==> config.mk <==
export PLATFORM = sky130hd
export DESIGN_NAME = buf_pool
export DESIGN_NICKNAME = d
export VERILOG_FILES = /design/src/verilog/buf_pool_pkg.sv /design/src/verilog/buf_occupancy.sv /design/src/verilog/buf_pool.sv /design/src/verilog/free_list.sv /design/src/verilog/prefetch_fifo.sv /design/src/verilog/ram_fifo.sv
export VERILOG_INCLUDE_DIRS = /design/src /design/src/verilog
export SDC_FILE = /design/constraint.sdc
export NUM_CORES = 1
export LEC_CHECK = 0
export BUFFER_PORTS_ARGS = -buffer_cell sky130_fd_sc_hd__buf_2
export CAP_MARGIN = 10
export CORE_ASPECT_RATIO = 1.5
export CORE_UTILIZATION = 42
export CTS_BUF_LIST = sky130_fd_sc_hd__clkbuf_8 sky130_fd_sc_hd__clkbuf_16
export CTS_CLUSTER_DIAMETER = 150
export CTS_CLUSTER_SIZE = 16
export DETAILED_ROUTE_END_ITERATION = 16
export GPL_ROUTABILITY_DRIVEN = 1
export PLACE_DENSITY_LB_ADDON = 0.3
export SLEW_MARGIN = 20
export SYNTH_ARGS = -nofsm -noshare
export SYNTH_HDL_FRONTEND = slang
export SYNTH_SLANG_ARGS = --single-unit
==> constraint.sdc <==
create_clock -name clk -period 3.85 [get_ports clk]
set_input_delay 0 -clock clk [delete_from_list [all_inputs] [get_ports clk]]
set_output_delay 0 -clock clk [all_outputs]
set_load 0.02 [all_outputs]
==> src/verilog/buf_pool_consts.svh <==
`ifndef BUF_POOL_CONSTS_SVH
`define BUF_POOL_CONSTS_SVH

// sizing of the buffer pool

// --------------------
// pointer and pool size
// --------------------
`define BUF_PTR_NBITS   4   // one pointer addresses every buffer in the pool
`define BUF_POOL_SIZE   16  // must stay 2**BUF_PTR_NBITS so the ram fifo pointers wrap freely

// words held ahead of the ram fifo so the head has no read latency
`define PREFETCH_DEPTH  2

`endif

==> src/verilog/buf_pool_pkg.sv <==
`include "buf_pool_consts.svh"

// types shared by the free list, the occupancy block and the top
package buf_pool_pkg;

    // --------------------
    // pointers and counts
    // --------------------

    // one buffer pointer that doubles as the ram fifo address
    typedef logic [`BUF_PTR_NBITS-1:0] buf_ptr_t;

    // wide enough to hold a full pool, so 16 needs 5 bits
    typedef logic [$clog2(`BUF_POOL_SIZE + 1)-1:0] buf_cnt_t;

    // --------------------
    // client and status
    // --------------------

    // a released buffer with a one cycle valid strobe
    typedef struct packed {
        logic     valid;
        buf_ptr_t ptr;
    } rel_req_t;

    // pool status seen by software
    typedef struct packed {
        buf_cnt_t free_cnt;   // free pointers right now
        buf_cnt_t low_mark;   // lowest free_cnt since the last init
    } pool_stat_t;

endpackage

==> src/verilog/buf_occupancy.sv <==
`timescale 1ns/1ps
`include "buf_pool_consts.svh"

// free pointer count and low watermark, built from the increment pulses
module buf_occupancy import buf_pool_pkg::*; (
    input  logic       clk,
    input  logic       rst,
    input  logic       clear,    // re-init strobe that zeroes both fields
    input  logic       inc_rd,   // one pointer handed out
    input  logic       inc_wr,   // one pointer written back
    output pool_stat_t stat
);

    buf_cnt_t cnt_nxt;
    logic     armed;   // set by the first allocation after a clear

    // a read and a write in the same cycle cancel out
    assign cnt_nxt = stat.free_cnt + buf_cnt_t'(inc_wr) - buf_cnt_t'(inc_rd);

    // --------------------
    // count and watermark
    // --------------------
    // the fill only raises the count and no allocation happens before
    // init_done, so until the first read low_mark just follows the count
    always_ff @(posedge clk) begin
        if (rst || clear) begin
            stat  <= '0;
            armed <= 1'b0;
        end else begin
            stat.free_cnt <= cnt_nxt;
            if (!armed || cnt_nxt < stat.low_mark) begin
                stat.low_mark <= cnt_nxt;
            end
            if (inc_rd) begin
                armed <= 1'b1;   // from here on low_mark only falls
            end
        end
    end

endmodule

==> src/verilog/buf_pool.sv <==
`timescale 1ns/1ps
`include "buf_pool_consts.svh"

// buffer pool manager top with the free list and its occupancy status
module buf_pool import buf_pool_pkg::*; (
    input  logic       clk,
    input  logic       rst,
    input  logic       init,
    input  rel_req_t   rel,
    input  logic       alloc,
    output logic       init_done,
    output logic       free_empty,
    output buf_ptr_t   free_ptr,
    output pool_stat_t stat
);

    logic inc_rd;
    logic inc_wr;
    logic stat_clr;

    // the free list ignores init until it is done, so the status does too
    assign stat_clr = init && init_done;

    // --------------------
    // free list
    // --------------------
    free_list u_free_list (
        .clk        (clk),
        .rst        (rst),
        .init       (init),
        .rel        (rel),
        .alloc      (alloc),
        .inc_rd     (inc_rd),
        .inc_wr     (inc_wr),
        .init_done  (init_done),
        .free_empty (free_empty),
        .free_ptr   (free_ptr)
    );

    // --------------------
    // status
    // --------------------
    buf_occupancy u_buf_occupancy (
        .clk    (clk),
        .rst    (rst),
        .clear  (stat_clr),
        .inc_rd (inc_rd),
        .inc_wr (inc_wr),
        .stat   (stat)
    );

endmodule

==> src/verilog/free_list.sv <==
`timescale 1ns/1ps
`include "buf_pool_consts.svh"

// free pointer list
// an init machine fills the ram fifo with 0 .. 15, releases go back into
// the same fifo, and a prefetch fifo keeps the next pointer on free_ptr
// with no read latency
module free_list import buf_pool_pkg::*; (
    input  logic     clk,
    input  logic     rst,
    input  logic     init,        // honoured only in the done state
    input  rel_req_t rel,
    input  logic     alloc,
    output logic     inc_rd,      // same cycle as the allocation
    output logic     inc_wr,      // one cycle after the ram write
    output logic     init_done,
    output logic     free_empty,
    output buf_ptr_t free_ptr
);

    typedef enum logic [1:0] {
        INIT_IDLE  = 2'd0,
        INIT_CLEAR = 2'd1,
        INIT_FILL  = 2'd2,
        INIT_DONE  = 2'd3
    } init_st_t;

    init_st_t init_st;
    init_st_t init_nxt;

    logic     fifo_clr;     // one cycle clear of both fifos
    logic     fifo_rst;
    logic     init_wr;      // fill write that stays high for 16 cycles
    rel_req_t rel_q;
    logic     fifo_wr;
    logic     fifo_rd;
    logic     fifo_rd_q;    // the word read last cycle lands in the prefetch fifo now
    logic     fifo_empty;
    buf_ptr_t fifo_din;
    buf_ptr_t fifo_dout;
    buf_ptr_t fifo_wptr;
    logic     pf_rd;
    logic     pf_full;
    logic     pf_fullm1;

    // --------------------
    // init state machine
    // --------------------
    always_comb begin
        init_nxt = init_st;
        case (init_st)
            INIT_IDLE:  init_nxt = INIT_CLEAR;
            INIT_CLEAR: init_nxt = INIT_FILL;
            // the last fill write goes to the top slot
            INIT_FILL:  if (fifo_wptr == buf_ptr_t'(`BUF_POOL_SIZE - 1)) init_nxt = INIT_DONE;
            INIT_DONE:  if (init) init_nxt = INIT_IDLE;
            default:    init_nxt = INIT_IDLE;
        endcase
    end

    // the machine outputs are registered from the next state
    always_ff @(posedge clk) begin
        if (rst) begin
            init_st   <= INIT_IDLE;
            fifo_clr  <= 1'b0;
            init_wr   <= 1'b0;
            init_done <= 1'b0;
        end else begin
            init_st   <= init_nxt;
            fifo_clr  <= (init_nxt == INIT_CLEAR);
            init_wr   <= (init_nxt == INIT_FILL);
            init_done <= (init_nxt == INIT_DONE);
        end
    end

    assign fifo_rst = rst || fifo_clr;

    // --------------------
    // write side
    // --------------------
    // a release reaches the ram fifo one cycle after it arrives
    always_ff @(posedge clk) begin
        if (rst) rel_q.valid <= 1'b0;
        else     rel_q       <= rel;
    end

    assign fifo_wr  = init_wr || rel_q.valid;
    assign fifo_din = init_wr ? fifo_wptr : rel_q.ptr;   // fill writes the address itself

    // --------------------
    // read side
    // --------------------
    // stall while a word in flight would overfill the prefetch fifo
    assign fifo_rd = !init_wr && !fifo_empty && !(pf_full || (fifo_rd_q && pf_fullm1));
    assign pf_rd   = init_done && alloc && !free_empty;   // an alloc on empty is ignored
    assign inc_rd  = pf_rd;

    always_ff @(posedge clk) begin
        if (fifo_rst) begin
            fifo_rd_q <= 1'b0;   // a clear also drops the word in flight
            inc_wr    <= 1'b0;
        end else begin
            fifo_rd_q <= fifo_rd;
            inc_wr    <= fifo_wr;
        end
    end

    ram_fifo u_ram_fifo (
        .clk   (clk),
        .rst   (fifo_rst),
        .wr    (fifo_wr),
        .rd    (fifo_rd),
        .din   (fifo_din),
        .dout  (fifo_dout),
        .wptr  (fifo_wptr),
        .count (),
        .full  (),   // a full pool cannot take a release anyway
        .empty (fifo_empty)
    );

    prefetch_fifo #(.DEPTH(`PREFETCH_DEPTH)) u_prefetch_fifo (
        .clk    (clk),
        .rst    (fifo_rst),
        .wr     (fifo_rd_q),
        .rd     (pf_rd),
        .din    (fifo_dout),
        .dout   (free_ptr),
        .full   (pf_full),
        .fullm1 (pf_fullm1),
        .empty  (free_empty)
    );

endmodule

==> src/verilog/prefetch_fifo.sv <==
`timescale 1ns/1ps
`include "buf_pool_consts.svh"

// shallow register fifo in first word fall through style
// the head word sits on dout as soon as it is written and rd just pops it
module prefetch_fifo import buf_pool_pkg::*; #(
    parameter int DEPTH = `PREFETCH_DEPTH
) (
    input  logic     clk,
    input  logic     rst,
    input  logic     wr,
    input  logic     rd,
    input  buf_ptr_t din,
    output buf_ptr_t dout,
    output logic     full,
    output logic     fullm1,   // one slot left so the feeder can count a word in flight
    output logic     empty
);

    localparam int PW = (DEPTH > 1) ? $clog2(DEPTH) : 1;  // slot index width
    localparam int CW = $clog2(DEPTH + 1);                // count reaches DEPTH

    buf_ptr_t      mem [DEPTH];
    logic [PW-1:0] wptr;
    logic [PW-1:0] rptr;
    logic [CW-1:0] cnt;
    logic          do_wr;
    logic          do_rd;

    // wrap at DEPTH, which need not be a power of two
    function automatic logic [PW-1:0] ptr_inc(input logic [PW-1:0] p);
        return (p == PW'(DEPTH - 1)) ? '0 : p + 1'b1;
    endfunction

    assign do_wr = wr && !full;
    assign do_rd = rd && !empty;

    assign dout   = mem[rptr];   // no latency on the head
    assign full   = (cnt == CW'(DEPTH));
    assign fullm1 = (cnt == CW'(DEPTH - 1));
    assign empty  = (cnt == '0);

    // --------------------
    // pointers and count
    // --------------------
    always_ff @(posedge clk) begin
        if (rst) begin
            wptr <= '0;
            rptr <= '0;
            cnt  <= '0;
        end else begin
            if (do_wr) wptr <= ptr_inc(wptr);
            if (do_rd) rptr <= ptr_inc(rptr);
            case ({do_wr, do_rd})
                2'b10:   cnt <= cnt + 1'b1;
                2'b01:   cnt <= cnt - 1'b1;
                default: cnt <= cnt;
            endcase
        end
    end

    // slot registers written at the tail
    always_ff @(posedge clk) begin
        if (do_wr) begin
            mem[wptr] <= din;
        end
    end

endmodule

==> src/verilog/ram_fifo.sv <==
`timescale 1ns/1ps
`include "buf_pool_consts.svh"

// circular fifo over a register array that stores the free pointers
// the read data is registered, so a word shows at dout one cycle after rd
module ram_fifo import buf_pool_pkg::*; (
    input  logic     clk,
    input  logic     rst,
    input  logic     wr,
    input  logic     rd,
    input  buf_ptr_t din,
    output buf_ptr_t dout,
    output buf_ptr_t wptr,    // the init fill writes this value as data
    output buf_cnt_t count,
    output logic     full,
    output logic     empty
);

    // --------------------
    // storage and pointers
    // --------------------
    buf_ptr_t mem [`BUF_POOL_SIZE];
    buf_ptr_t rptr;

    logic do_wr;
    logic do_rd;

    assign do_wr = wr && !full;   // a write into a full fifo is dropped
    assign do_rd = rd && !empty;  // reading an empty fifo leaves dout alone

    // flags come straight from the occupancy count
    assign full  = (count == buf_cnt_t'(`BUF_POOL_SIZE));
    assign empty = (count == '0);

    // --------------------
    // control
    // --------------------
    always_ff @(posedge clk) begin
        if (rst) begin
            wptr  <= '0;
            rptr  <= '0;
            count <= '0;
        end else begin
            // the pointers are as wide as the address so they wrap on their own
            if (do_wr) begin
                wptr <= wptr + 1'b1;
            end
            if (do_rd) begin
                rptr <= rptr + 1'b1;
            end
            case ({do_wr, do_rd})
                2'b10:   count <= count + 1'b1;
                2'b01:   count <= count - 1'b1;
                default: count <= count;   // idle, or one in and one out
            endcase
        end
    end

    // --------------------
    // array
    // --------------------
    always_ff @(posedge clk) begin
        if (do_wr) begin
            mem[wptr] <= din;
        end
        if (do_rd) begin
            dout <= mem[rptr];   // registered read port
        end
    end

endmodule
# == Word level (Yosys, flattened, before mapping) ==
# Memories as Yosys holds them, arrays and structs flattened. A register that Yosys moved wholly into a read port is not among the register bits.
# Cells that the tools add are included.
# Widths: inputs -> output; s select.
# op_classes
add_sub_neg,10
n_lt_le_gt_ge,1
eq_ne,14
n_mux,14
n_reduce_logical,27
# op_table
operator,count
$eq 2x2->1 const B,7
$eq 2x1->1 const B,5
$logic_and 1x1->1,10
$pmux 5 s2,1
$add 4x1->4 const B,2
$mux 1,8
$pmux 2 s4,1
$logic_not 1->1,7
$add 5x1->5,1
$add 5x1->5 const B,1
$eq 5x5->1 const B,1
$logic_not 5->1,1
$logic_or 1x1->1,5
$lt 5x5->1,1
$sub 5x1->5,1
$sub 5x1->5 const B,1
$eq 4x4->1 const B,1
$logic_not 2->1,2
$mux 2,2
$mux 4,1
$pmux 2 s2,1
$reduce_bool 2->1,2
$add 1x1->1 const B,2
$add 2x1->2 const B,1
$sub 2x1->2 const B,1
# totals
reg_bits,40
ramBits,72
in_bits,9
output_inout_bits,16
wordCells,85
memories,2
# memory_table
memory,depth,word_bits,rd,rd_ports_with_merged_regs,wr,line,text
u_free_list.u_ram_fifo.mem,16,4,1,1,1,ram_fifo.sv:22,buf_ptr_t mem [`BUF_POOL_SIZE];
u_free_list.u_prefetch_fifo.mem,2,4,1,1,1,prefetch_fifo.sv:23,buf_ptr_t mem [DEPTH];

# == Depth between registers and ports, before layout ==
# logic_depth
word_depth,8
ltp_mapped,16
mapped_depth_nobuf,16

# == Modules after synthesis ==
# Synthesis repeated with hierarchy kept, for this count alone.
# hier_totals
hier_cells,355
area_unflattened_um2,5087.4
# by_module_without_submodules
mod,instances,cells_each,area_each_um2,seq_area_each_um2
ram_fifo,1,215,3408.3,2302.2
buf_occupancy,1,64,644.4,220.2
prefetch_fifo,1,38,548.0,340.3
free_list,1,37,480.5,280.3
buf_pool,1,1,6.3,0.0

# == Worst setup path before layout ==
# Ideal clock, no wire load.
# synth_path
path_type,flip-flop to flip-flop
start,register u_free_list.u_prefetch_fifo.cnt[0]
end,"register, netlist name u_buf_occupancy.stat[0]"
setup_time_ns,0.119
t_arrival_ns,3.181
t_required_ns,3.731
slack_ns,0.550
stages_incl_launch_ff,17
path_buffers,0
period_less_slack_ns,3.300
cell_sequence,dfxtp_1 > inv_1 > ha_1 > nor2_1 > ha_1 > inv_1 > ha_1 > fa_1 > a21o_1 > a21oi_1 > xnor2_1 > ha_1 > nand3_1 > nand2_1 > a41oi_2 > mux2i_1 > nor2_1
# synth_between
elab_chain_len,6
# synth_lines
element,line,text
"start, declared",prefetch_fifo.sv:26,logic [CW-1:0] cnt;
"start signal, assigned",prefetch_fifo.sv:55,2'b10: cnt <= cnt + 1'b1;
"start signal, assigned",prefetch_fifo.sv:56,2'b01: cnt <= cnt - 1'b1;
"start signal, assigned",prefetch_fifo.sv:57,default: cnt <= cnt;
$logic_not 2->1,prefetch_fifo.sv:41,assign empty = (cnt == '0);
named net free_empty,buf_pool.sv:12,"output logic free_empty,"
$logic_not 1->1,free_list.sv:95,assign pf_rd = init_done && alloc && !free_empty;
$logic_and 1x1->1,free_list.sv:95,
named net inc_rd,buf_pool.sv:17,logic inc_rd;
$sub 5x1->5,buf_occupancy.sv:18,assign cnt_nxt = stat.free_cnt + buf_cnt_t'(inc_wr) - buf_cnt_t'(inc_rd);
named net u_buf_occupancy.cnt_nxt[4],buf_occupancy.sv:14,buf_cnt_t cnt_nxt;
$lt 5x5->1,buf_occupancy.sv:31,if (!armed || cnt_nxt < stat.low_mark) begin
$logic_or 1x1->1,buf_occupancy.sv:31,
# The timed path passes the listed nets, and every way through them passes these cells.
# A chain may end at the register's enable or synchronous reset.

# == Worst setup path after layout ==
# layout_path
start,register u_free_list.u_prefetch_fifo.cnt[0]
end,"register, netlist name u_buf_occupancy.stat[2]"
# layout_between
elab_chain_len,6
# layout_lines
element,line
$logic_not 2->1,prefetch_fifo.sv:41
$logic_not 1->1,free_list.sv:95
$logic_and 1x1->1,free_list.sv:95
named net inc_rd,buf_pool.sv:17
$sub 5x1->5,buf_occupancy.sv:18
named net u_buf_occupancy.cnt_nxt[4],buf_occupancy.sv:14
$lt 5x5->1,buf_occupancy.sv:31
$logic_or 1x1->1,buf_occupancy.sv:31
# The timed path passes the listed nets, and every way through them passes these cells.

==> summary.md <==
| Metric | Value |
|---|---|
| Mapped Nets | `402` |
| Most common cell in the netlist | `edfxtp_1` |
| Routed WL per cell | `roughly 16 um` |
| Starting Density | `43.44%` |
| Distinct cells, synth | `46` |
| Worst Skew | `0.008018 ns` |
| Total number of vias | `about 2900` |
| Slew HR | `between 40% and 50%` |
| Grt ovf | `0` |
| Yosys top cell area share | `between 40% and 50%` |
| Iter 0 DRT Violations | `116` |
| Port Buffers | `24` |
| CP max FO | `6` |
| Post-cts resize count | `0` |
| Leakage | `2.201 nW` |
| Worst-Skew Late Latency | `0.41 ns` |
| Largest net degree at the start of global routing | `20` |
| Status | `finished, final reports clean` |
| DRC | `0` |
| Synth warn | `0` |
| Area leader, netlist | `edfxtp_1` |
| Antenna fix cells | `0` |
| Final wirelength | `approximately 9000 um` |
| Reg2Reg Depth | `16` |
| Fraction of layout cells with a size suffix above 1 | `about a fifth` |
| Prevailing post-synth register cell | `edfxtp_1` |
| Post-synthesis register bit count | `roughly 120` |
| HPWL after detailed placement | `~6400 um` |
| Fin cells | `574` |
| Max Slew Vio Count | `0` |
| GP Congestion | `around 0.78` |
| Tmin final | `3.361 ns` |
| Setup crit end kind | `flip-flop` |
| Min-delay worst type | `in2reg` |
| Pre-Repair DR Iteration Count | `4` |
| Cell Rows | `between 40 and 50` |
| ANT nets after route | `0` |
| Clk sinks | `between 100 and 150` |
| TNS Setup | `0 ns` |
| Nets | `between 400 and 500` |
| Worst Setup Path Type | `reg2reg` |
| Crit path from | `u_free_list.u_prefetch_fifo.cnt[0]` |
| Die Y | `~140 um` |
| CTS tree | `yes` |
| Slew @ Worst Pin | `approximately 0.86 ns` |
| CTS root buf | `clkbuf_16` |
| Critical path required time | `4.14 ns` |
| Num CTS Buffers | `17` |
| Period utilisation layout | `between 80% and 90%` |
| First-pass GRT wire length | `14990 um` |
| GRT Total Usage | `between 10% and 20%` |
| Area growth from synthesis to layout | `17.80%` |
| Vias/cell | `between 5 and 6` |
| R2r setup slk | `slightly below 0.5 ns` |
| # H-tree levels | `4` |
| Reg2reg start | `u_free_list.u_prefetch_fifo.cnt[0]` |
| # IOs | `25` |
| Mapped Cells | `~370` |
| Power Density | `around 700 mW/mm^2` |
| Vias in the first global route | `around 3100` |
| Final Hold Fails | `0` |
| Die Area | `roughly 0.013 mm^2` |
| RSZ-0062 raised after global routing | `false` |
| Worst Path Arrival | `3.65 ns` |
| Final setup vio count | `0` |
| Antenna violations before repair | `0` |
| Max Cap Viol | `0` |
| Maximum VDD drop | `slightly above 0.0004 V` |
| Fillers | `roughly 1000` |
| CTS max path bufs | `2` |
| Largest cells by area after synthesis | `edfxtp_1 47%, dfxtp_1 15%, ha_1 5.4%` |
| Post-synth ARST share | `0%` |
| Placeable Area | `~0.012 mm^2` |
| Sequential cell area fraction in the yosys report | `between 60 and 70%` |
| Inst Count DP | `approximately 530` |
| EDFF count, synth | `80` |
| Hold depth | `6` |
| Synth Area per Inst | `between 10 and 15 um^2` |
| RR Endpoint | `u_buf_occupancy.stat[2]` |
| Synth top cells by count | `80 x edfxtp_1, 37 x dfxtp_1, 31 x nor2_1` |
| Clock transition at path regs | `approximately 0.05 ns` |
| Syn Std Cell Area | `around 0.0051 mm^2` |
| FMAX | `297.5 MHz` |
| Chip Width | `91.63 um` |
| Crit path to | `u_buf_occupancy.stat[2]` |
| Startpoint class of the critical path | `flip-flop` |
cell type report:
class	instances	area, um^2	share of cell area [%]
tap	150	187.7	3.148
multi-input combinational	217	1752	29.38
sequential	117	3143	52.72
clock inverter	15	145.1	2.434
inverter	23	86.33	1.448
clock buffer	17	425.4	7.135
timing repair buffer	35	222.7	3.736
logic make-up after synthesis:
group | count (synthesis) | synth area share (%)
multiplexers | 37 | 9.666
AND/OR/NAND/NOR | 93 | 9.839
adder cells (fa/ha/maj) | 24 | 6.230
buffers and inverters | 35 | 3.288
flip-flops | 117 | 62.10
XOR/XNOR | 16 | 2.769
AO/OA/AOI/OAI | 47 | 6.106
critical path: stages, from the launching register on:
cell and delay (ns):
dfxtp_1 0.36, inv_1 0.07, ha_1 0.21, nor2_1 0.15, ha_1 0.14, inv_1 0.04, ha_1 0.19, fa_1 0.41
a21o_1 0.18, a21oi_1 0.17, xnor2_1 0.19, ha_1 0.31, nand3_1 0.10, nand2_1 0.06, a41oi_2 0.38, mux2i_1 0.24
nor2_1 0.05
report_power, final:
group          internal, W  switching [W]  total [W]
Combinational     0.000459       0.000573    0.00103
Clock             0.000994       0.000509    0.00150
Sequential         0.00153       0.000127    0.00166
Total              0.00298        0.00121    0.00419
cell usage in the layout (no fill, tap or decap), types with 7 or more instances in the layout:
| cell type | count |
|---|---|
| a21oi_1 | 15 |
| and2_1 | 19 |
| buf_2 | 24 |
| clkbuf_16 | 17 |
| dfxtp_1 | 37 |
| dlygate4sd3_1 | 8 |
| edfxtp_1 | 80 |
| ha_1 | 22 |
| inv_1 | 23 |
| mux2_2 | 12 |
| mux2i_1 | 17 |
| mux4_2 | 7 |
| nand2_1 | 15 |
| nor2_1 | 31 |
| o21ai_0 | 11 |
| xnor2_1 | 7 |
| xor2_1 | 9 |
repair_timing:
action,in CTS,in global routing
setup buffers,0,0
hold buffers,8,0
setup endpoints to repair,0,0
endpoints found under the hold margin,10,0
routing by layer:
layer / wire, um / global-route usage (%) / share of wire [%] / vias up
met3: 291 / 4.642 / 3.2 / 13
met1: 3689 / 17.22 / 41 / 1413
met2: 4910 / 29.74 / 54 / 54
met5: 0 / 0 / 0 / -
met4: 157 / 7.496 / 1.7 / 0
li1: - / - / - / 1422
sequential cells by signal (all words and copies together), names as in the netlist, named ones only:
| register | flops |
|---|---|
| u_free_list.init_st | 2 |
| u_free_list.init_done | 1 |
| u_free_list.u_prefetch_fifo.mem | 8 |
| u_free_list.fifo_rd_q | 1 |
| u_free_list.u_ram_fifo.count | 5 |
| u_free_list.fifo_clr | 1 |
| u_free_list.u_ram_fifo.mem | 64 |
| u_free_list.u_prefetch_fifo.rptr | 1 |
| u_buf_occupancy.stat | 10 |
| u_free_list.u_prefetch_fifo.wptr | 1 |
| u_free_list.rel_q | 5 |
| u_free_list.u_prefetch_fifo.cnt | 2 |
| u_buf_occupancy.armed | 1 |
| u_free_list.u_ram_fifo.wptr | 4 |
| u_free_list.inc_wr | 1 |
| u_free_list.init_wr | 1 |
| u_free_list.u_ram_fifo.rptr | 4 |
| u_free_list.u_ram_fifo.dout | 4 |
worst min path at each step:
stage | startpoint | end
6_report | alloc | u_buf_occupancy.armed
5_1_grt | alloc | u_buf_occupancy.armed
4_1_cts | alloc | u_buf_occupancy.armed
3_5_place_dp | rel[3] | u_free_list.rel_q[3]
2_1_floorplan | rel[0] | u_free_list.rel_q[0]
3_3_place_gp | rel[2] | u_free_list.rel_q[2]
metrics by stage:
stage | total power [W] | utilization, % | instance area [um^2] | setup slack (ns) | hold WS (ns)
finish | 0.004192 | 51.17 | 5962 | 0.4891 | 0.1503
global route | 0.004413 | 51.17 | 5962 | 0.2508 | 0.1694
CTS | 0.004232 | 51.17 | 5962 | 0.5001 | 0.1341
detailed placement | 0.002714 | 45.59 | 5311 | 0.5121 | 0.1781
global placement | 0.002684 | 45.59 | 5311 | 0.6101 | 0.1788
floorplan | 0.002477 | - | 5061 | 0.5504 | 0.09887
No activity file was read; power rests on OpenSTA's default activity.
